$ cat config.mk
export PLATFORM = sky130hd
export DESIGN_NAME = mduControl
export DESIGN_NICKNAME = d
export VERILOG_FILES = /design/src/design/mduPkg.sv /design/src/design/mduControl.sv
export SDC_FILE = /design/constraint.sdc
export NUM_CORES = 1
export LEC_CHECK = 0
export ABC_AREA = 1
export BUFFER_PORTS_ARGS = -buffer_cell sky130_fd_sc_hd__buf_2
export CORE_AREA = 2 2 90 92
export DETAILED_ROUTE_END_ITERATION = 6
export DIE_AREA = 0 0 92 94
export PLACE_DENSITY = 0.62
export SLEW_MARGIN = 20
export SYNTH_ARGS = -nofsm -noshare
export SYNTH_HDL_FRONTEND = slang
export SYNTH_SLANG_ARGS = --single-unit
$ cat constraint.sdc
create_clock -name clk -period 1.5 [get_ports clk]
set_input_delay 0.15 -clock clk [delete_from_list [all_inputs] [get_ports clk]]
set_output_delay 0.15 -clock clk [all_outputs]
set_load 0.05 [all_outputs]
$ cat src/design/mduPkg.sv
package mduPkg;

    // ------------------------------------------------------------
    // Widths and timing.
    // ------------------------------------------------------------
    localparam int WORD_W      = 32;
    localparam int ROB_ID_W    = 6;
    localparam int PREG_W      = 7;

    localparam int MUL_LAT     = 3;
    // Input stage, one stage per quotient bit, sign fix.
    localparam int DIV_LAT     = 34;
    localparam int DIV_STEPS   = DIV_LAT - 2;

    localparam int QUEUE_DEPTH = 4;
    localparam int QUEUE_PTR_W = $clog2(QUEUE_DEPTH);
    localparam int QUEUE_CNT_W = $clog2(QUEUE_DEPTH + 1);

    // ------------------------------------------------------------
    // Types.
    // ------------------------------------------------------------
    typedef logic [WORD_W-1:0]   word_t;
    typedef logic [ROB_ID_W-1:0] robId_t;
    typedef logic [PREG_W-1:0]   pReg_t;

    typedef enum logic [1:0] {
        MUL  = 2'd0,
        MULU = 2'd1,
        DIV  = 2'd2,
        DIVU = 2'd3
    } mduOp_e;

    // Upper half of the product goes to hi.
    typedef struct packed {
        robId_t              robId;
        pReg_t               dstHi;
        pReg_t               dstLo;
        logic [2*WORD_W-1:0] product;
    } mulEntry_t;

    typedef struct packed {
        robId_t robId;
        pReg_t  dstHi;
        pReg_t  dstLo;
        word_t  remainder;
        word_t  quotient;
    } divEntry_t;

endpackage

$ cat src/design/mduControl.sv
`timescale 1ns/100ps

module mduControl (
    input  logic               clk,
    input  logic               rst,
    input  logic               issueValid,
    input  mduPkg::mduOp_e     issueOp,
    output logic               mulStart,
    output logic               divStart,
    output logic               opSigned,

    input  logic               mulHeadValid,
    input  mduPkg::mulEntry_t  mulHead,
    input  logic               divHeadValid,
    input  mduPkg::divEntry_t  divHead,
    output logic               mulPop,
    output logic               divPop,

    output logic               wbValid,
    output mduPkg::pReg_t      wbDst,
    output mduPkg::word_t      wbData,
    output logic               finishValid,
    output mduPkg::robId_t     finishRobId,
    output logic               mulCredit,
    output logic               divCredit
);

    typedef enum logic [2:0] {idle, mulHi, mulLo, divHi, divLo} state_e;

    state_e state;
    state_e nextState;
    logic   lastWasMul;
    logic   isMul;
    logic   mulReady;
    logic   divReady;

    // ------------------------------------------------------------
    // Issue decode.
    // ------------------------------------------------------------
    assign isMul    = (issueOp == mduPkg::MUL) || (issueOp == mduPkg::MULU);
    assign mulStart = issueValid && isMul;
    assign divStart = issueValid && !isMul;
    assign opSigned = (issueOp == mduPkg::MUL) || (issueOp == mduPkg::DIV);

    // ------------------------------------------------------------
    // Writeback sequencing.
    // ------------------------------------------------------------
    // A head in its own lo cycle is the entry being retired.
    assign mulReady = mulHeadValid && (state != mulLo);
    assign divReady = divHeadValid && (state != divLo);

    always_comb begin
        nextState = idle;
        case (state)
            mulHi: nextState = mulLo;
            divHi: nextState = divLo;
            default: begin
                if (mulReady && divReady) begin
                    nextState = lastWasMul ? divHi : mulHi;
                end else if (mulReady) begin
                    nextState = mulHi;
                end else if (divReady) begin
                    nextState = divHi;
                end
            end
        endcase
    end

    always_ff @(posedge clk) begin
        if (rst) begin
            state      <= idle;
            lastWasMul <= 1'b0;
        end else begin
            state <= nextState;
            if (nextState == mulHi) begin
                lastWasMul <= 1'b1;
            end else if (nextState == divHi) begin
                lastWasMul <= 1'b0;
            end
        end
    end

    always_comb begin
        wbValid     = 1'b1;
        wbDst       = mulHead.dstHi;
        wbData      = mulHead.product[2*mduPkg::WORD_W-1:mduPkg::WORD_W];
        finishRobId = mulHead.robId;
        case (state)
            idle: wbValid = 1'b0;
            mulLo: begin
                wbDst  = mulHead.dstLo;
                wbData = mulHead.product[mduPkg::WORD_W-1:0];
            end
            divHi: begin
                wbDst       = divHead.dstHi;
                wbData      = divHead.remainder;
                finishRobId = divHead.robId;
            end
            divLo: begin
                wbDst       = divHead.dstLo;
                wbData      = divHead.quotient;
                finishRobId = divHead.robId;
            end
            default: ;
        endcase
    end

    // The lo cycle retires the entry.
    assign finishValid = (state == mulLo) || (state == divLo);
    assign mulPop      = (state == mulLo);
    assign divPop      = (state == divLo);
    assign mulCredit   = mulPop;
    assign divCredit   = divPop;

endmodule

==> impl_metrics.json <==
{
  "hold_ws_ns": 0.150,
  "finalMaxSlewViolations": 0,
  "vias_per_cell": 4.47,
  "start_util": 0.194,
  "clk_path_buf_depth": 2,
  "muxShareOfSynthArea": 0,
  "finalPower_mw": 2.46,
  "row_count": 32,
  "synth_top_family_by_area": "simple AND/OR/NAND/NOR gates",
  "synthToLayoutAreaGrowth_pct": 154,
  "cts_hold_buf": 0,
  "ant_nets": 0,
  "critPathLaunchType": "flop",
  "grt_antenna_before_repair": 0,
  "drt-initial-drc-count": 60,
  "die_x_um": 92,
  "p_per_area_mw_per_mm2": 657,
  "portBuffers": 228,
  "grt_usage": 0.167,
  "setup_ws_ns": -0.141,
  "slew_headroom": 0.831,
  "power.leakage_nw": 2.21,
  "synth-xor-area-share": 0,
  "outcome": "finished, violations left",
  "finalSetupViolations": 43,
  "dp_hpwl_mm": 6.09,
  "cp_max_fo": 6,
  "synthAdderAreaFrac": 0,
  "fin_cells": 655,
  "totalWireLength_mm": 8.49,
  "synthesis.nets": 492,
  "hold_path_class": "primary input to flop",
  "drt_pass1_iterations": 4,
  "crit_type": "flop to primary output",
  "clock_latency_ns": 0.21,
  "ys_seq_elements": 4,
  "core-area_mm2": 0.00761,
  "ir_worst_vdd_mv": 0.749,
  "yosysWarnings": 0,
  "post-route-min-period_ns": 1.64,
  "grt_max_degree": 28,
  "synth.largest_area_cell": "nand2_1",
  "ys_top_cells_by_area": "nand2_1, nand3b_1, nand3_1, nand4_1, a21oi_1",
  "antenna_cells": 0,
  "yosysTopAreaCellShare": 0.369,
  "routabilityCongestion": 0.790,
  "violations": "negative setup slack",
  "rsz0062_at_grt": "true",
  "cts_tree": "yes",
  "vias": 2927,
  "tightest_slew_ns": 0.255,
  "die_area_mm2": 0.00865,
  "cts_max_level": 1,
  "critical_path_required_ns": 1.35,
  "fmax_ghz": 0.609,
  "final_nets": 730,
  "min_period_over_period": 1.09,
  "ys_seq_area_frac": 0.0543,
  "cts-root-buf": "clkbuf_8",
  "avgRoutedWirePerCell_um": 13.0,
  "numPlacedInstances": 641,
  "synth_compound_area_frac": 0.0797,
  "cts.clk_slew.worst_paths_ns": 0.03,
  "fp.dieH_um": 94,
  "grt_pass1_vias": 2750,
  "skew_ns": 0.000625,
  "fillers": 766,
  "worstPathArrival_ns": 1.49,
  "reg2regPathDepth": 12,
  "synth_area_mm2": 0.00148,
  "pin_count": 229,
  "place_area_mm2": 0.00301,
  "fin_setup_tns_ns": -4.61,
  "overflow": 0,
  "grt_pass1_wl_mm": 12.1,
  "syn_avg_cell_area_um2": 4.65,
  "syn_inst": 317,
  "max-cap-violations": 0,
  "cp-end-kind": "primary output",
  "synth-simple-area-share": 0.708,
  "drc": 0,
  "cts_made_buffers": 3,
  "drive_above_1_share": 0.591,
  "hold_viol_final": 0,
  "layout_common_cells": "buf_2, nand2_1, buf_6",
  "numClockSinks": 4,
  "final_common_cell": "buf_2",
  "min_path_cells": 2,
  "synth_cell_type_count": 16,
  "fin_area_mm2": 0.00375
}
## where the power goes
part / switching (mW) / total (mW) / leakage [nW] / internal [mW]
Clock: 0.0499 / 0.221 / 0.0216 / 0.171
Combinational: 1.28 / 2.11 / 2.15 / 0.835
Sequential: 0.0148 / 0.133 / 0.0347 / 0.118
Total: 1.34 / 2.46 / 2.21 / 1.12
## path summary, 6_finish.rpt
check	to	slack, ns	start
min	state[1]	0.15	rst
max reg2reg	lastWasMul	-0.08	state[1]
min reg2reg	lastWasMul	0.49	lastWasMul
max	wbData[18]	-0.14	state[1]
## final cells by class
type	instances	area, um2	area share
well taps	102	128	0.0340
inverters	30	120	0.0320
flip-flops and latches	4	88.8	0.0237
multi-input cells	260	1480	0.395
clock buffers	3	41.3	0.0110
repair buffers	256	1890	0.504
## worst max-delay path, stage by stage (launching register included)
cell and delay (ns):
dfxtp_4 0.36, inv_2 0.06, nand2_2 0.06, nor2_4 0.12
buf_12 0.14, clkbuf_16 0.15, nand2_1 0.05, nand2_1 0.05
nand3b_1 0.12, buf_6 0.16
## cell families (layout without fill, tap and decap cells)
logic type / after synthesis / in the layout
AOI/OAI and AO/OA: 23 / 23
buffers and inverters: 53 / 289
and+or+nand+nor: 237 / 237
DFF: 4 / 4
## registers in the layout, indices dropped and copies added (netlist names)
signal,count
state,3
lastWasMul,1
## cells in the mapped netlist, drive strengths merged
cell type / number
nand3b: 19
dfxtp: 4
buf: 13
nand4: 19
inv: 30
clkbuf: 10
nor2: 28
nand3: 25
nand2: 146
a21oi: 22
a21boi: 1
## timing repair
item	4_1_cts	5_1_grt
cloned	1	4
buffers inserted	2	4
pin swaps	1	6
setup endpoints to repair	49	49
resized for setup	126	41
## metal layers
metal  up-vias  GRT usage  routed length (um)  part of all wire
met2       127      0.333                4660              0.55
met3        16     0.0401                 572             0.067
li1       1482          -                   -                 -
met1      1302      0.175                3130              0.37
met5         -          0                   0                 0
met4         0     0.0410                 121             0.014
## stage by stage
step                setup WS [ns]  utilization
global placement          0.00439        0.396
global route               -0.223        0.493
floorplan                 -0.0359            -
finish                     -0.141        0.493
CTS                        -0.151        0.459
detailed placement        -0.0749        0.396
Power figures use the tool's default switching activity.
