===== src/design/mduPkg.sv =====
package mduPkg;

    // ------------------------------------------------------------
    // Widths and timing.
    // ------------------------------------------------------------
    localparam int WORD_W      = 32;
    localparam int ROB_ID_W    = 6;
    localparam int PREG_W      = 7;

    localparam int MUL_LAT     = 3;
    // Input stage, one stage per quotient bit, sign fix.
    localparam int DIV_LAT     = 34;
    localparam int DIV_STEPS   = DIV_LAT - 2;

    localparam int QUEUE_DEPTH = 4;
    localparam int QUEUE_PTR_W = $clog2(QUEUE_DEPTH);
    localparam int QUEUE_CNT_W = $clog2(QUEUE_DEPTH + 1);

    // ------------------------------------------------------------
    // Types.
    // ------------------------------------------------------------
    typedef logic [WORD_W-1:0]   word_t;
    typedef logic [ROB_ID_W-1:0] robId_t;
    typedef logic [PREG_W-1:0]   pReg_t;

    typedef enum logic [1:0] {
        MUL  = 2'd0,
        MULU = 2'd1,
        DIV  = 2'd2,
        DIVU = 2'd3
    } mduOp_e;

    // Upper half of the product goes to hi.
    typedef struct packed {
        robId_t              robId;
        pReg_t               dstHi;
        pReg_t               dstLo;
        logic [2*WORD_W-1:0] product;
    } mulEntry_t;

    typedef struct packed {
        robId_t robId;
        pReg_t  dstHi;
        pReg_t  dstLo;
        word_t  remainder;
        word_t  quotient;
    } divEntry_t;

endpackage


===== src/design/mulPipe.sv =====
`timescale 1ns/100ps

module mulPipe (
    input  logic               clk,
    input  logic               rst,
    input  logic               start,
    input  logic               opSigned,
    input  mduPkg::word_t      a,
    input  mduPkg::word_t      b,
    input  mduPkg::robId_t     robId,
    input  mduPkg::pReg_t      dstHi,
    input  mduPkg::pReg_t      dstLo,
    output logic               outValid,
    output mduPkg::mulEntry_t  outEntry
);

    logic [mduPkg::MUL_LAT:1]          validPipe;
    mduPkg::robId_t                    robIdPipe [1:mduPkg::MUL_LAT];
    mduPkg::pReg_t                     dstHiPipe [1:mduPkg::MUL_LAT];
    mduPkg::pReg_t                     dstLoPipe [1:mduPkg::MUL_LAT];

    // One extra bit so unsigned operands multiply as positive signed values.
    logic signed [mduPkg::WORD_W:0]     aExt;
    logic signed [mduPkg::WORD_W:0]     bExt;
    logic signed [2*mduPkg::WORD_W-1:0] prodPipe [2:mduPkg::MUL_LAT];

    always_ff @(posedge clk) begin
        if (rst) begin
            validPipe <= '0;
        end else begin
            validPipe <= {validPipe[mduPkg::MUL_LAT-1:1], start};
        end
    end

    always_ff @(posedge clk) begin
        aExt         <= {opSigned & a[mduPkg::WORD_W-1], a};
        bExt         <= {opSigned & b[mduPkg::WORD_W-1], b};
        robIdPipe[1] <= robId;
        dstHiPipe[1] <= dstHi;
        dstLoPipe[1] <= dstLo;
        prodPipe[2]  <= aExt * bExt;
        for (int i = 2; i <= mduPkg::MUL_LAT; i++) begin
            robIdPipe[i] <= robIdPipe[i-1];
            dstHiPipe[i] <= dstHiPipe[i-1];
            dstLoPipe[i] <= dstLoPipe[i-1];
        end
        for (int i = 3; i <= mduPkg::MUL_LAT; i++) begin
            prodPipe[i] <= prodPipe[i-1];
        end
    end

    assign outValid         = validPipe[mduPkg::MUL_LAT];
    assign outEntry.robId   = robIdPipe[mduPkg::MUL_LAT];
    assign outEntry.dstHi   = dstHiPipe[mduPkg::MUL_LAT];
    assign outEntry.dstLo   = dstLoPipe[mduPkg::MUL_LAT];
    assign outEntry.product = prodPipe[mduPkg::MUL_LAT];

endmodule


===== config.mk =====
export PLATFORM = sky130hd
export DESIGN_NAME = mulPipe
export DESIGN_NICKNAME = d
export VERILOG_FILES = /design/src/design/mduPkg.sv /design/src/design/mulPipe.sv
export SDC_FILE = /design/constraint.sdc
export NUM_CORES = 2
export LEC_CHECK = 0
export BUFFER_PORTS_ARGS = -buffer_cell sky130_fd_sc_hd__buf_2
export CAP_MARGIN = 25
export CORE_UTILIZATION = 30
export DETAILED_ROUTE_END_ITERATION = 6
export RECOVER_POWER = 50
export SLEW_MARGIN = 20
export SYNTH_ARGS = -nofsm -noshare
export SYNTH_HDL_FRONTEND = slang
export SYNTH_SLANG_ARGS = --single-unit

===== constraint.sdc =====
create_clock -name clk -period 8.21 [get_ports clk]
set_input_delay 0.4105 -clock clk [delete_from_list [all_inputs] [get_ports clk]]
set_output_delay 0.4105 -clock clk [all_outputs]
set_load 0.01 [all_outputs]

==> results.py <==
metrics = {
    "layout": {
        "fin_nets": 6144,
        "area_growth_syn_to_layout_pct": 14.5,
        "drive_gt1_share_pct": 11.2,
        "n_fill_cell": 14815,
    },
    "synth": {
        "synth_warnings": 0,
        "synth_edf_count": 0,
        "synthesis.area_um2": 44100,
        "ys.flop_type": "dfxtp_1",
        "syn_nets": 5897,
        "ys_ff_latch": 257,
        "postSynthCellCount": 4472,
        "synthArstFlopShare_pct": 0,
        "ys_types": 65,
        "synth.avg_cell_area_um2": 9.86,
        "ys_seq_area_share_pct": 11.7,
    },
    "setup_path": {
        "crit_top_cell": "fa_1",
        "worst-setup-path-type": "reg2reg",
        "path_cells": "buf_12 > buf_4 > and2_1 > fa_1 > fa_1 > inv_1 > fa_1 > inv_1 > fa_1 > fa_1 > fa_1 > fa_1 > fa_1 > ha_1 > a21o_1 > a21oi_1 > and2_1 > a221o_1 > a31o_2 > and4_4 > o21bai_4 > buf_4 > nor4b_1 > or3_1",
        "required_ns": 8.65,
        "critPathMaxFanout": 28,
        "worstPathArrival_ns": 8.40,
        "worst_setup_path_start_kind": "register",
        "cpPeakStageDelay_ns": 0.65,
        "cp_slowest_cell": "fa_1",
        "end_kind": "register",
    },
    "placement": {
        "port_buffers": 172,
        "dp_hpwl_mm": 101,
        "place_congestion": 0.876,
    },
    "clock_network": {
        "clock_latency_ns": 0.62,
        "clk_pin_slew_worst_paths_ns": 0.06,
        "cts_sinks": 257,
        "cts_tree": "done",
        "cts_root_buffer": "clkbuf_16",
        "clock_path_buffers": 3,
        "htree_levels": 2,
        "cts_buffers": 40,
    },
    "floorplan": {
        "core_um2": 146000,
        "ios": 173,
        "die_area_um2": 148000,
        "die_h_um": 385,
        "rows": 140,
        "die_x_um": 385,
        "initial_core_util_pct": 30.2,
    },
    "grt": {
        "grt_max_degree": 34,
        "grt_pass1_wl_mm": 191,
        "grt_usage_pct": 16.8,
        "grt_pass1_vias": 32952,
        "grt-ovfl-total": 0,
        "antenna_found_initial": 5,
    },
    "timing": {
        "finalWorstPathRequiredPeriod_ns": 7.95,
        "finalSetupViolations": 0,
        "hold_viol": 0,
        "max-slew-margin-rel_pct": 49.1,
        "fmax_ghz": 0.126,
        "fin_crit_sh_pct": 96.9,
        "tightest_slew_ns": 0.758,
        "fin_skew_ns": 0.0575,
        "maxSlewViolCount": 0,
        "rsz0062_at_grt": "false",
        "tns_ns": 0,
    },
    "route": {
        "firstDrtPassIters": 5,
        "vias": 29695,
        "drt_iter0_markers": 1482,
        "ant_nets": 0,
        "routed_wl_mm": 119,
        "wl_per_cell_um": 17.9,
        "drcViolationCount": 0,
        "viasPerCell": 4.45,
    },
    "run_status": {
        "status": "finished, final reports clean",
    },
    "hold_path": {
        "hold_path_class": "in2reg",
    },
    "job": {
        "max-cap-violations": 0,
    },
}
==> routing by layer <==
layer / GRT usage, % / up-vias / wire, um
li1: - / 13176 / -
met1: 21.0 / 15621 / 48100
met2: 30.1 / 716 / 61600
met3: 2.02 / 180 / 5410
met4: 5.20 / 2 / 4100
met5: 0 / - / 13
==> timing repair <==
| action | in CTS | in global routing |
|---|---|---|
| setup buffers | 2 | 3 |
| pin swaps | 1 | 7 |
| hold endpoints to repair | 86 | 0 |
| gates resized for setup | 9 | 30 |
| hold buffers | 84 | 0 |
| setup endpoints to repair | 13 | 17 |
==> Yosys cell counts (3+ instances only) <==
cell | count | area, um^2
a211oi_1 | 8 | 60.1
a21o_1 | 29 | 218
a21oi_1 | 57 | 285
a21oi_2 | 3 | 26.3
a31o_1 | 3 | 26.3
a31oi_1 | 4 | 25.0
and2_1 | 554 | 3470
and3_1 | 10 | 62.6
buf_2 | 8 | 40.0
buf_4 | 85 | 638
clkbuf_1 | 205 | 769
dfxtp_1 | 257 | 5140
fa_1 | 1125 | 22500
ha_1 | 212 | 2650
inv_1 | 1075 | 4040
nand2_1 | 544 | 2040
nand2b_1 | 12 | 75.1
nand3_1 | 15 | 75.1
nand4_1 | 10 | 62.6
nor2_1 | 31 | 116
nor2b_1 | 34 | 213
nor3_1 | 10 | 50.1
o211ai_1 | 5 | 37.5
o21a_1 | 9 | 67.6
o21ai_0 | 27 | 135
o21ai_1 | 6 | 30.0
o21bai_1 | 6 | 45.0
or2_2 | 4 | 25.0
or3_1 | 5 | 31.3
xnor2_1 | 53 | 464
xor2_1 | 23 | 201
==> final cells by class <==
cell class              count  area, um^2  share of cell area [%]
multi-input cells        2841       33500                    66.5
flip-flops and latches    257        5160                    10.2
inverters                1075        4040                    8.00
repair buffers            504        3950                    7.83
well taps                1917        2400                    4.75
clock buffers              48        1110                    2.21
clock inverters            25         249                   0.493
diodes                      3        7.51                  0.0149
==> worst max-delay path: cells and delay by family, from the launching register on <==
family / cells / cell delay (ns)
AOI/OAI and AO/OA: 5 / 1.02
and+or+nand+nor: 5 / 1.03
buffers and inverters: 5 / 0.73
DFF: 1 / 0.36
adders and majority gates: 9 / 4.58
==> placed cells by master, fill, tap and decap left out, drive strengths merged, types with 53 or more instances in the layout <==
| cell type | netlist | routed |
|---|---|---|
| nand2 | 544 | 544 |
| and2 | 555 | 555 |
| fa | 1125 | 1125 |
| a21oi | 61 | 61 |
| dfxtp | 257 | 257 |
| inv | 1075 | 1082 |
| ha | 212 | 212 |
| dlygate4sd3 | 0 | 84 |
| xnor2 | 53 | 53 |
| buf | 94 | 411 |
| clkbuf | 205 | 57 |
==> sequential cells by signal (all words and copies together), names as in the netlist <==
name,flops
aExt,33
bExt,33
dstHiPipe,21
dstLoPipe,21
prodPipe,128
robIdPipe,18
validPipe,3
==> worst paths after layout <==
path,start,endpoint,slack (ns),cells after the start
max,aExt[24],prodPipe[1][50],0.26,24
min,opSigned,bExt[32],0.04,2
max reg2reg,aExt[24],prodPipe[1][50],0.26,24
min reg2reg,prodPipe[1][13],prodPipe[1][77],0.32,0
==> metrics by stage <==
step           area (um^2)  worst slack, ns  util (%)  std cells  hold slack (ns)
2_1_floorplan        44100            0.420         -       4472            0.310
3_3_place_gp         48100           -0.130      33.0       6504            0.310
3_5_place_dp         48100           -0.199      33.0       6505            0.312
4_1_cts              50300           0.0208      34.5       6664         0.000905
5_1_grt              50500          0.00424      34.6       6667           0.0355
6_report             50500            0.256      34.6       6670           0.0353
==> cell families (layout without fill, tap and decap cells) <==
group	Yosys count	count (layout)	share of synthesized area (%)
AOI/OAI and AO/OA	187	187	2.89
DFF	257	257	11.7
buffers and inverters	1374	1652	12.5
xor gates and xnor gates	76	76	1.51
other	0	3	0
and+or+nand+nor	1241	1241	14.3
adders and majority gates	1337	1337	57.1
Power is left out: the tool's default activity adds up to more than one toggle a clock period on the data nets, which glitch-free logic cannot reach.
