File: src/design/mduPkg.sv
package mduPkg;

    // ------------------------------------------------------------
    // Widths and timing.
    // ------------------------------------------------------------
    localparam int WORD_W      = 32;
    localparam int ROB_ID_W    = 6;
    localparam int PREG_W      = 7;

    localparam int MUL_LAT     = 3;
    // Input stage, one stage per quotient bit, sign fix.
    localparam int DIV_LAT     = 34;
    localparam int DIV_STEPS   = DIV_LAT - 2;

    localparam int QUEUE_DEPTH = 4;
    localparam int QUEUE_PTR_W = $clog2(QUEUE_DEPTH);
    localparam int QUEUE_CNT_W = $clog2(QUEUE_DEPTH + 1);

    // ------------------------------------------------------------
    // Types.
    // ------------------------------------------------------------
    typedef logic [WORD_W-1:0]   word_t;
    typedef logic [ROB_ID_W-1:0] robId_t;
    typedef logic [PREG_W-1:0]   pReg_t;

    typedef enum logic [1:0] {
        MUL  = 2'd0,
        MULU = 2'd1,
        DIV  = 2'd2,
        DIVU = 2'd3
    } mduOp_e;

    // Upper half of the product goes to hi.
    typedef struct packed {
        robId_t              robId;
        pReg_t               dstHi;
        pReg_t               dstLo;
        logic [2*WORD_W-1:0] product;
    } mulEntry_t;

    typedef struct packed {
        robId_t robId;
        pReg_t  dstHi;
        pReg_t  dstLo;
        word_t  remainder;
        word_t  quotient;
    } divEntry_t;

endpackage

File: src/design/resultQueue.sv
`timescale 1ns/100ps

module resultQueue #(
    parameter type entry_t = logic
) (
    input  logic   clk,
    input  logic   rst,
    input  logic   push,
    input  entry_t pushEntry,
    input  logic   pop,
    output logic   headValid,
    output entry_t head
);

    entry_t                          mem [mduPkg::QUEUE_DEPTH];
    logic [mduPkg::QUEUE_PTR_W-1:0]  wrPtr;
    logic [mduPkg::QUEUE_PTR_W-1:0]  rdPtr;
    logic [mduPkg::QUEUE_CNT_W-1:0]  count;

    always_ff @(posedge clk) begin
        if (rst) begin
            wrPtr <= '0;
            rdPtr <= '0;
            count <= '0;
        end else begin
            if (push) begin
                wrPtr <= (wrPtr == mduPkg::QUEUE_PTR_W'(mduPkg::QUEUE_DEPTH - 1))
                         ? '0 : wrPtr + 1'b1;
            end
            if (pop) begin
                rdPtr <= (rdPtr == mduPkg::QUEUE_PTR_W'(mduPkg::QUEUE_DEPTH - 1))
                         ? '0 : rdPtr + 1'b1;
            end
            case ({push, pop})
                2'b10:   count <= count + 1'b1;
                2'b01:   count <= count - 1'b1;
                default: count <= count;
            endcase
        end
    end

    always_ff @(posedge clk) begin
        if (push) begin
            mem[wrPtr] <= pushEntry;
        end
    end

    assign headValid = (count != '0);
    assign head      = mem[rdPtr];

endmodule

File: config.mk
export PLATFORM = sky130hd
export DESIGN_NAME = resultQueue
export DESIGN_NICKNAME = d
export VERILOG_FILES = /design/src/design/mduPkg.sv /design/src/design/resultQueue.sv
export SDC_FILE = /design/constraint.sdc
export NUM_CORES = 1
export LEC_CHECK = 0
export BUFFER_PORTS_ARGS = -buffer_cell sky130_fd_sc_hd__buf_2
export CELL_PAD_IN_SITES_DETAIL_PLACEMENT = 1
export CELL_PAD_IN_SITES_GLOBAL_PLACEMENT = 2
export CORE_MARGIN = 3
export CORE_UTILIZATION = 35
export CTS_CLUSTER_SIZE = 8
export DETAILED_ROUTE_END_ITERATION = 12
export PLACE_DENSITY_LB_ADDON = 0.1
export SLEW_MARGIN = 20
export SYNTH_ARGS = -nofsm -noshare
export SYNTH_HDL_FRONTEND = slang
export SYNTH_SLANG_ARGS = --single-unit
File: constraint.sdc
create_clock -name clk -period 3.55 [get_ports clk]
set_input_delay 0.1775 -clock clk [delete_from_list [all_inputs] [get_ports clk]]
set_output_delay 0.1775 -clock clk [all_outputs]
set_load 0.1 [all_outputs]
==> results.cfg, run 1 <==
[global_route]
grt_overflow = 0
grt_usage_pct = 9.171
grt_pass1_vias = 339
grt_max_degree = 9
grt_pass1_wl_mm = 1.393
antenna_found_initial = 0

[power_and_ir_drop]
combPwrFrac_pct = 24.1
internal-power_uw = 231.6
power_density_nw_per_um2 = 529.3
leakage_uw = 0.0002917
power.net_switching_uw = 114.1
share_seq_of_total_power_pct = 50.4
worst_ir_drop_vdd_v = 0.0002366
sw_frac_of_total_pct = 33.01
clock_power_share_pct = 25.6

[synthesis]
yosysSeqAreaShare_pct = 52.17
synth.distinct_cells = 15
syn_area_um2 = 575.6
synthTopCellsByArea = dfxtp_1 31%, edfxtp_1 21%, ha_1 13%
synth_warnings = 0
synth_top_area_cell = dfxtp_1
synth_top_area_share_pct = 31.30
syn-mean-instance-area_um2 = 11.99
syn_inst = 48
synth_seq_cells = 13
syn-num-nets = 60

[sta]
max_freq_ghz = 0.6333
slew_violations = 0
finalWorstSetupSlack_ns = 1.971
skew_ns = 0.0006636
worst_hold_slack_ns = 0.1244
tns_ns = 0
slew_headroom_pct = 67.83
final_hold_viol_count = 0
setup_viol_count_final = 0
worstMarginPinSlew_ns = 0.4858
rsz0062_at_grt = no
period_minus_slack_ns = 1.579
fin_crit_sh_pct = 44.48

[floorplanning]
die_h_um = 46.55
rows = 14
fp.dieW_um = 46.55
fp.dieArea_um2 = 2167
core-area_um2 = 1524
initial_core_util_pct = 37.77
ioPinCount = 7

[cells_and_area]
diodes = 0
final_common_cell = dfxtp_1
fin_nets = 71
fill_cells = 171
stdcell_count = 74
drive_above_1_share_pct = 18.97
area_growth_pct = 13.48
mostFrequentLayoutCells = 9 x dfxtp_1, 6 x nor2_1, 6 x ha_1, 6 x buf_2

[setup_path]
cp-start-kind = register
crit_type = reg2out
crit_path_max_fanout = 1
critPathBufInv = 1
critPathMaxStageDelay_ns = 0.48
crit_chain = mux4_2 > buf_2
r2r_slack_ns = 2.13
slowest_stage = mux4_2
r2r_end = count[2]
r2r_start = count[0]
rr_worst_depth = 4
crit_arrival_ns = 1.40
endpoint_kind = output pin
cp_top_family = multiplexers
required_ns = 3.37

[routing]
via_count = 356
wl_um = 840
avgRoutedWirePerCell_um = 11.35
drt_pass1_iterations = 3
ant_nets = 0
drtIter0Drc = 1
vias_per_cell = 4.811
drcViolationCount = 0

[clocking]
cts-root-buf = clkbuf_4
clk_path_buf_depth = 2
hold_buffers = 0
cts_tree = done
postCtsSetupRepairBufs = 0
cts_resized = 0
clk_pin_slew_ns = 0.08
cts_num_sinks = 13
cts_made_buffers = 3
insertion_delay_ns = 0.26
h-tree-depth = 1

[run]
maxCapViolCount = 0

[worst_hold_path]
worstHoldStart = pushEntry
whs_endpoint = mem[2]
hold_depth = 1
holdCritPathClass = in2reg

[place]
gp_congestion = 0.7662
post-place-ws_ns = 1.900
dp.cells = 70
io_buffers = 6

[outcome]
status = finished, final reports clean
## power groups by stage
stage	sequential (uW)	combinational, uW	clock (uW)
floorplan	176	68.5	0
global placement	177	80.3	0
detailed placement	178	84.1	0
CTS	174	84.5	93.1
global route	176	90.2	102
finish	174	83.1	88.3
## cell type report
class / instances / area [um^2] / area share [%]
repair buffers: 6 / 30.03 / 4.598
flip-flops and latches: 13 / 300.3 / 45.98
multi-input cells: 31 / 260.3 / 39.85
inverters: 4 / 15.01 / 2.299
well taps: 16 / 20.02 / 3.065
clock inverters: 1 / 5.005 / 0.7663
clock buffers: 3 / 22.52 / 3.448
## kinds of logic after synthesis
| kind of cell | share of synthesized area (%) |
|---|---|
| compound gates | 3.477 |
| xor+xnor | 3.044 |
| fa+ha+maj | 16.52 |
| buf+inv | 2.608 |
| flops | 52.17 |
| mux | 9.130 |
| simple gates | 13.04 |
## synth_stat cells, drive strengths merged
| library cell | instances |
|---|---|
| dfxtp | 9 |
| ha | 6 |
| nor2 | 6 |
| and2 | 4 |
| edfxtp | 4 |
| inv | 4 |
| a21oi | 3 |
| mux2i | 3 |
| nor3b | 2 |
| or3 | 2 |
| fa | 1 |
| mux4 | 1 |
| o21ai | 1 |
| xnor2 | 1 |
| xor2 | 1 |
## through the flow
step           utilization [%]  instance area (um^2)  total power [uW]
2_1_floorplan                -                 575.6             244.4
3_3_place_gp             41.05                 625.6             257.2
3_5_place_dp             41.05                 625.6             262.0
4_1_cts                  42.86                 653.1             352.1
5_1_grt                  42.86                 653.1             367.6
6_report                 42.86                 653.1             345.7
## worst max-delay path by stage
stage | from | to | slack [ns] | cells past startpoint
4_1_cts | register | head | 1.95 | 2
6_report | register | head | 1.97 | 2
3_3_place_gp | push | count[2] | 1.93 | 7
2_1_floorplan | push | count[2] | 2.13 | 6
5_1_grt | register | head | 1.90 | 2
3_5_place_dp | push | count[2] | 1.90 | 7
## routing by layer
metal  routed length (um)  track usage [%]  vias up
met4                    0            3.409        0
met2                  456            15.66        3
met5                    0                0        -
met1                  357            10.87      172
li1                     -                -      181
met3                   26            2.344        0
(Power assumes the default switching activity.)
==> run 2: changes to the inputs <==
==> constraint.sdc (replaced) <==
create_clock -name clk -period 1.5 [get_ports clk]
set_input_delay 0.075 -clock clk [delete_from_list [all_inputs] [get_ports clk]]
set_output_delay 0.075 -clock clk [all_outputs]
set_load 0.1 [all_outputs]
==> run 2 against run 1 <==
Effect of this change:
- first-iteration DRC count grew to 4.0 times the previous value
- non-clock buffer count grew 1
- sequential share of layout area down 0.51 points
- cell area rose by 1.5%
- clock power increased by 130%
- die area is the same
- critical path depth unchanged
==> results.cfg, run 2 (synthesized netlist as in run 1, its figures left out) <==
[cells_and_area]
area_growth_pct = 15.22
fin_nets = 72
mostFrequentLayoutCells = 8 x dfxtp_1, 6 x nor2_1, 6 x ha_1
diodes = 0
final_common_cell = dfxtp_1
fill_cells = 173
drive_above_1_share_pct = 20.34
stdcell_area_um2 = 663.1

[setup_path]
required_ns = 1.42
critPathBufInv = 1
crit_arrival_ns = 1.33
cp_top_family = multiplexers
critPathMaxStageDelay_ns = 0.46
cp-start-kind = register
slowest_stage = mux4_2
crit_chain = mux4_2 > buf_4
crit_path_max_fanout = 1
crit_type = reg2out
endpoint_kind = output pin

[power_and_ir_drop]
power.net_switching_uw = 262.5
sw_frac_of_total_pct = 32.05
leakage_uw = 0.0002949
power_density_nw_per_um2 = 1235
worst_ir_drop_vdd_v = 0.0006289
internal-power_uw = 556.5
clock_power_share_pct = 25.0
combPwrFrac_pct = 24.6
share_seq_of_total_power_pct = 50.4

[routing]
drtIter0Drc = 4
wl_um = 888
avgRoutedWirePerCell_um = 11.84
via_count = 367
drt_pass1_iterations = 3
vias_per_cell = 4.893
ant_nets = 0
drcViolationCount = 0

[sta]
worstMarginPinSlew_ns = 0.4907
skew_ns = 0.0002042
slew_headroom_pct = 67.51
setup_viol_count_final = 0
period_minus_slack_ns = 1.403
slew_violations = 0
rsz0062_at_grt = no
max_freq_ghz = 0.7126
final_hold_viol_count = 0
fin_crit_sh_pct = 93.55
tns_ns = 0

[clocking]
clk_pin_slew_ns = 0.07
h-tree-depth = 1
cts_num_sinks = 13
hold_buffers = 0
postCtsSetupRepairBufs = 0
cts_resized = 0
cts-root-buf = clkbuf_4
cts_made_buffers = 3
clk_path_buf_depth = 2
cts_tree = done
insertion_delay_ns = 0.26

[floorplanning]
ioPinCount = 7
fp.dieW_um = 46.55
core-area_um2 = 1524
die_h_um = 46.55
fp.dieArea_um2 = 2167
initial_core_util_pct = 37.77
rows = 14

[global_route]
grt_pass1_vias = 370
grt_overflow = 0
grt_usage_pct = 10.30
grt_max_degree = 8
antenna_found_initial = 0
grt_pass1_wl_mm = 1.497

[place]
dpl.hpwl_um = 726
gp_congestion = 0.7409
io_buffers = 6
dpl_cell_area_um2 = 633.1

[worst_hold_path]
holdCritPathClass = in2reg

[outcome]
status = finished, final reports clean

[run]
maxCapViolCount = 0
-- run 2: changes by cell type in the layout (fill, tap and decap cells not counted) --
cell / previous run / this run
dfxtp_1: 9 / 8
dfxtp_2: 0 / 1
clkinv_2: 1 / 0
buf_4: 0 / 2
buf_2: 6 / 5
clkbuf_1: 0 / 1
-- run 2: path summary, 6_finish.rpt --
check	to	depth (start not counted)	slack (ns)	from
hold / removal	mem[3]	1	0.03	pushEntry
setup / recovery	head	2	0.1	mem[3]
hold reg to reg	count[2]	2	0.49	count[2]
setup reg to reg	count[2]	4	0.11	count[0]
-- run 2: routing by layer --
layer	vias to the layer above	track usage [%]	part of all wire [%]
li1	185	-	-
met3	4	6.641	3.4
met5	-	0	0
met1	173	10.93	45
met2	5	16.21	49
met4	0	3.977	1.9
-- run 2: power groups by stage --
stage	Clock (uW)	Sequential [uW]	Combinational [uW]
2_1_floorplan	0	416	162
3_3_place_gp	0	418	191
3_5_place_dp	0	422	201
4_1_cts	217	413	202
5_1_grt	235	418	219
6_report	204	413	202
-- run 2: layout make-up --
class	instances	area, um^2	area share (%)
clock buffers	4	26.28	3.962
inverters	4	15.01	2.264
multi-input cells	31	260.3	39.25
flip-flops and latches	13	301.5	45.47
well taps	16	20.02	3.019
repair buffers	7	40.04	6.038
-- run 2: worst reg2reg max path, delay by kind of cell, from the launching register on --
family	cells	cell delay [ns]
adders and majority gates	1	0.43
DFF	1	0.34
and+or+nand+nor	1	0.30
xor gates and xnor gates	1	0.15
AOI/OAI and AO/OA	1	0.11
-- run 2: through the flow --
stage | instances | utilization (%) | power (uW) | hold slack [ns] | setup slack (ns)
2_1_floorplan | 48 | - | 578.4 | 0.1441 | 0.1358
3_3_place_gp | 71 | 41.54 | 609.1 | 0.2868 | 0.04765
3_5_place_dp | 71 | 41.54 | 622.5 | 0.3000 | 0.01584
4_1_cts | 75 | 43.27 | 832.8 | 0.01534 | 0.02023
5_1_grt | 75 | 43.51 | 872.1 | 0.01551 | 0.01643
6_report | 75 | 43.51 | 819.1 | 0.02669 | 0.09676
==> run 3: changes to the inputs <==
--- a/config.mk
+++ b/config.mk
@@ -5,7 +5,7 @@
 export SDC_FILE = /design/constraint.sdc
 export NUM_CORES = 1
 export LEC_CHECK = 0
-export BUFFER_PORTS_ARGS = -buffer_cell sky130_fd_sc_hd__buf_2
+export BUFFER_PORTS_ARGS = -buffer_cell sky130_fd_sc_hd__buf_4
 export CELL_PAD_IN_SITES_DETAIL_PLACEMENT = 1
 export CELL_PAD_IN_SITES_GLOBAL_PLACEMENT = 2
 export CORE_MARGIN = 3
==> run 3 against run 2 <==
Effect of this change:
- maximum frequency fell by 2.4%
- largest cell class unchanged
- sequential power barely moved
- largest power group unchanged
- clock power rose by 2%
==> results.cfg, run 3 (synthesized netlist as in run 1, its figures left out) <==
[clocking]
h-tree-depth = 1
cts_num_sinks = 13
insertion_delay_ns = 0.27
postCtsSetupRepairBufs = 0
clk_pin_slew_ns = 0.08
cts_tree = done
cts_made_buffers = 3
cts-root-buf = clkbuf_4
clk_path_buf_depth = 2

[floorplanning]
core-area_um2 = 1524
ioPinCount = 7
die_h_um = 46.55
fp.dieArea_um2 = 2167
rows = 14
fp.dieW_um = 46.55
initial_core_util_pct = 37.77

[cells_and_area]
multi_input_area_um2 = 266.5
fin_util_pct = 45.40
fin_nets = 73
diodes = 0
final_common_cell = dfxtp_1
regArea_um2 = 301.5
mostFrequentLayoutCells = 8 x dfxtp_1, 7 x buf_4, 6 x nor2_1, 6 x ha_1
stdcell_count = 76
fill_cells = 171
drive_above_1_share_pct = 23.33
area_growth_pct = 20.22

[setup_path]
crit_chain = fa_2 > xnor2_1 > or3_1 > a21oi_2
r2r_start = count[0]
r2r_slack_ns = 0.06
cp-start-kind = register
critPathMaxStageDelay_ns = 0.39
crit_type = reg2reg
slowest_stage = fa_2
endpoint_kind = register
r2r_end = count[2]
crit_path_max_fanout = 3
crit_arrival_ns = 1.64
required_ns = 1.71
rr_worst_depth = 4

[worst_hold_path]
holdCritPathClass = in2reg
hold_depth = 2
worstHoldStart = rst
whs_endpoint = count[2]

[run]
maxCapViolCount = 0

[sta]
worstMarginPinSlew_ns = 0.2788
rsz0062_at_grt = no
max_freq_ghz = 0.6958
finalWorstSetupSlack_ns = 0.06271
period_minus_slack_ns = 1.437
slew_headroom_pct = 81.57
final_hold_viol_count = 0
slew_violations = 0
setup_viol_count_final = 0
fin_crit_sh_pct = 95.82
skew_ns = 0.005058

[power_and_ir_drop]
power_density_nw_per_um2 = 1217
worst_ir_drop_vdd_v = 0.0006357
leakage_uw = 0.0003016

[routing]
ant_nets = 0
wl_mm = 1.021
drtIter0Drc = 0
vias_per_cell = 4.974
via_count = 378
drcViolationCount = 0
drt_pass1_iterations = 1
avgRoutedWirePerCell_um = 13.43

[global_route]
antenna_found_initial = 0
grt_max_degree = 8
grt_overflow = 0
grt_pass1_vias = 422
grt_usage_pct = 11.56
grt_pass1_wl_mm = 1.711

[place]
io_buffers = 6
dp.cells = 71
dpl.hpwl_um = 824
gp_congestion = 0.7701
post-place-ws_ns = -0.04690

[outcome]
status = finished, final reports clean
## run 3: cell count changes in the layout (fill, tap and decap cells not counted)
cell,before,now
buf_2,5,0
buf_4,2,7
a21oi_1,3,2
a21oi_2,0,1
dlygate4sd3_1,0,1
fa_1,1,0
fa_2,0,1
## run 3: through the flow
step | cell area [um^2] | total power (uW) | hold WS, ns | TNS, ns
global route | 691.9 | 891.6 | 0.01422 | 0
detailed placement | 648.1 | 636.7 | 0.2808 | -0.04690
floorplan | 575.6 | 578.4 | 0.1441 | 0
CTS | 689.4 | 853.9 | 0.01572 | 0
global placement | 648.1 | 620.4 | 0.2746 | 0
finish | 691.9 | 842.3 | 0.02070 | 0
## run 3: how the worst max path moves through the flow
stage	cells past startpoint	endpoint	startpoint	slack [ns]
2_1_floorplan	4	count[2]	count[0]	0.14
3_3_place_gp	7	count[2]	push	0.06
3_5_place_dp	7	count[2]	push	-0.05
4_1_cts	4	count[2]	count[0]	0.01
5_1_grt	2	head	register	0.02
6_report	4	count[2]	count[0]	0.06
## run 3: area by class of cell
type                    count  share of cell area [%]
flip-flops and latches     13                   43.58
multi-input cells          31                   38.52
repair buffers              8                   9.042
clock buffers               4                   3.797
well taps                  16                   2.893
inverters                   4                   2.170
## run 3: critical path: cells and delay by family, from the launching register on
| kind | cells | cell delay, ns |
|---|---|---|
| compound gates | 1 | 0.16 |
| fa+ha+maj | 1 | 0.39 |
| xor+xnor | 1 | 0.14 |
| flops | 1 | 0.35 |
| simple gates | 1 | 0.33 |
## run 3: repair_timing
action                                  in CTS  in global routing
hold buffers                                 1                  0
pin swaps                                    1                  1
cloned                                       0                  0
endpoints found under the hold margin        4                  0
endpoints found under the setup margin       1                  1
gates resized for setup                      2                  1
## run 3: routing by layer
metal / global-route usage (%) / share of wire [%] / up-vias
li1: - / - / 186
met1: 11.82 / 38 / 186
met2: 21.98 / 58 / 6
met3: 5.859 / 4.1 / 0
met4: 0 / 0 / 0
met5: 0 / 0 / -
## run 3: power by group
group | switching (uW) | internal, uW
registers | 23.3 | 392
logic | 144 | 74.1
clock network | 105 | 103
total | 273 | 569
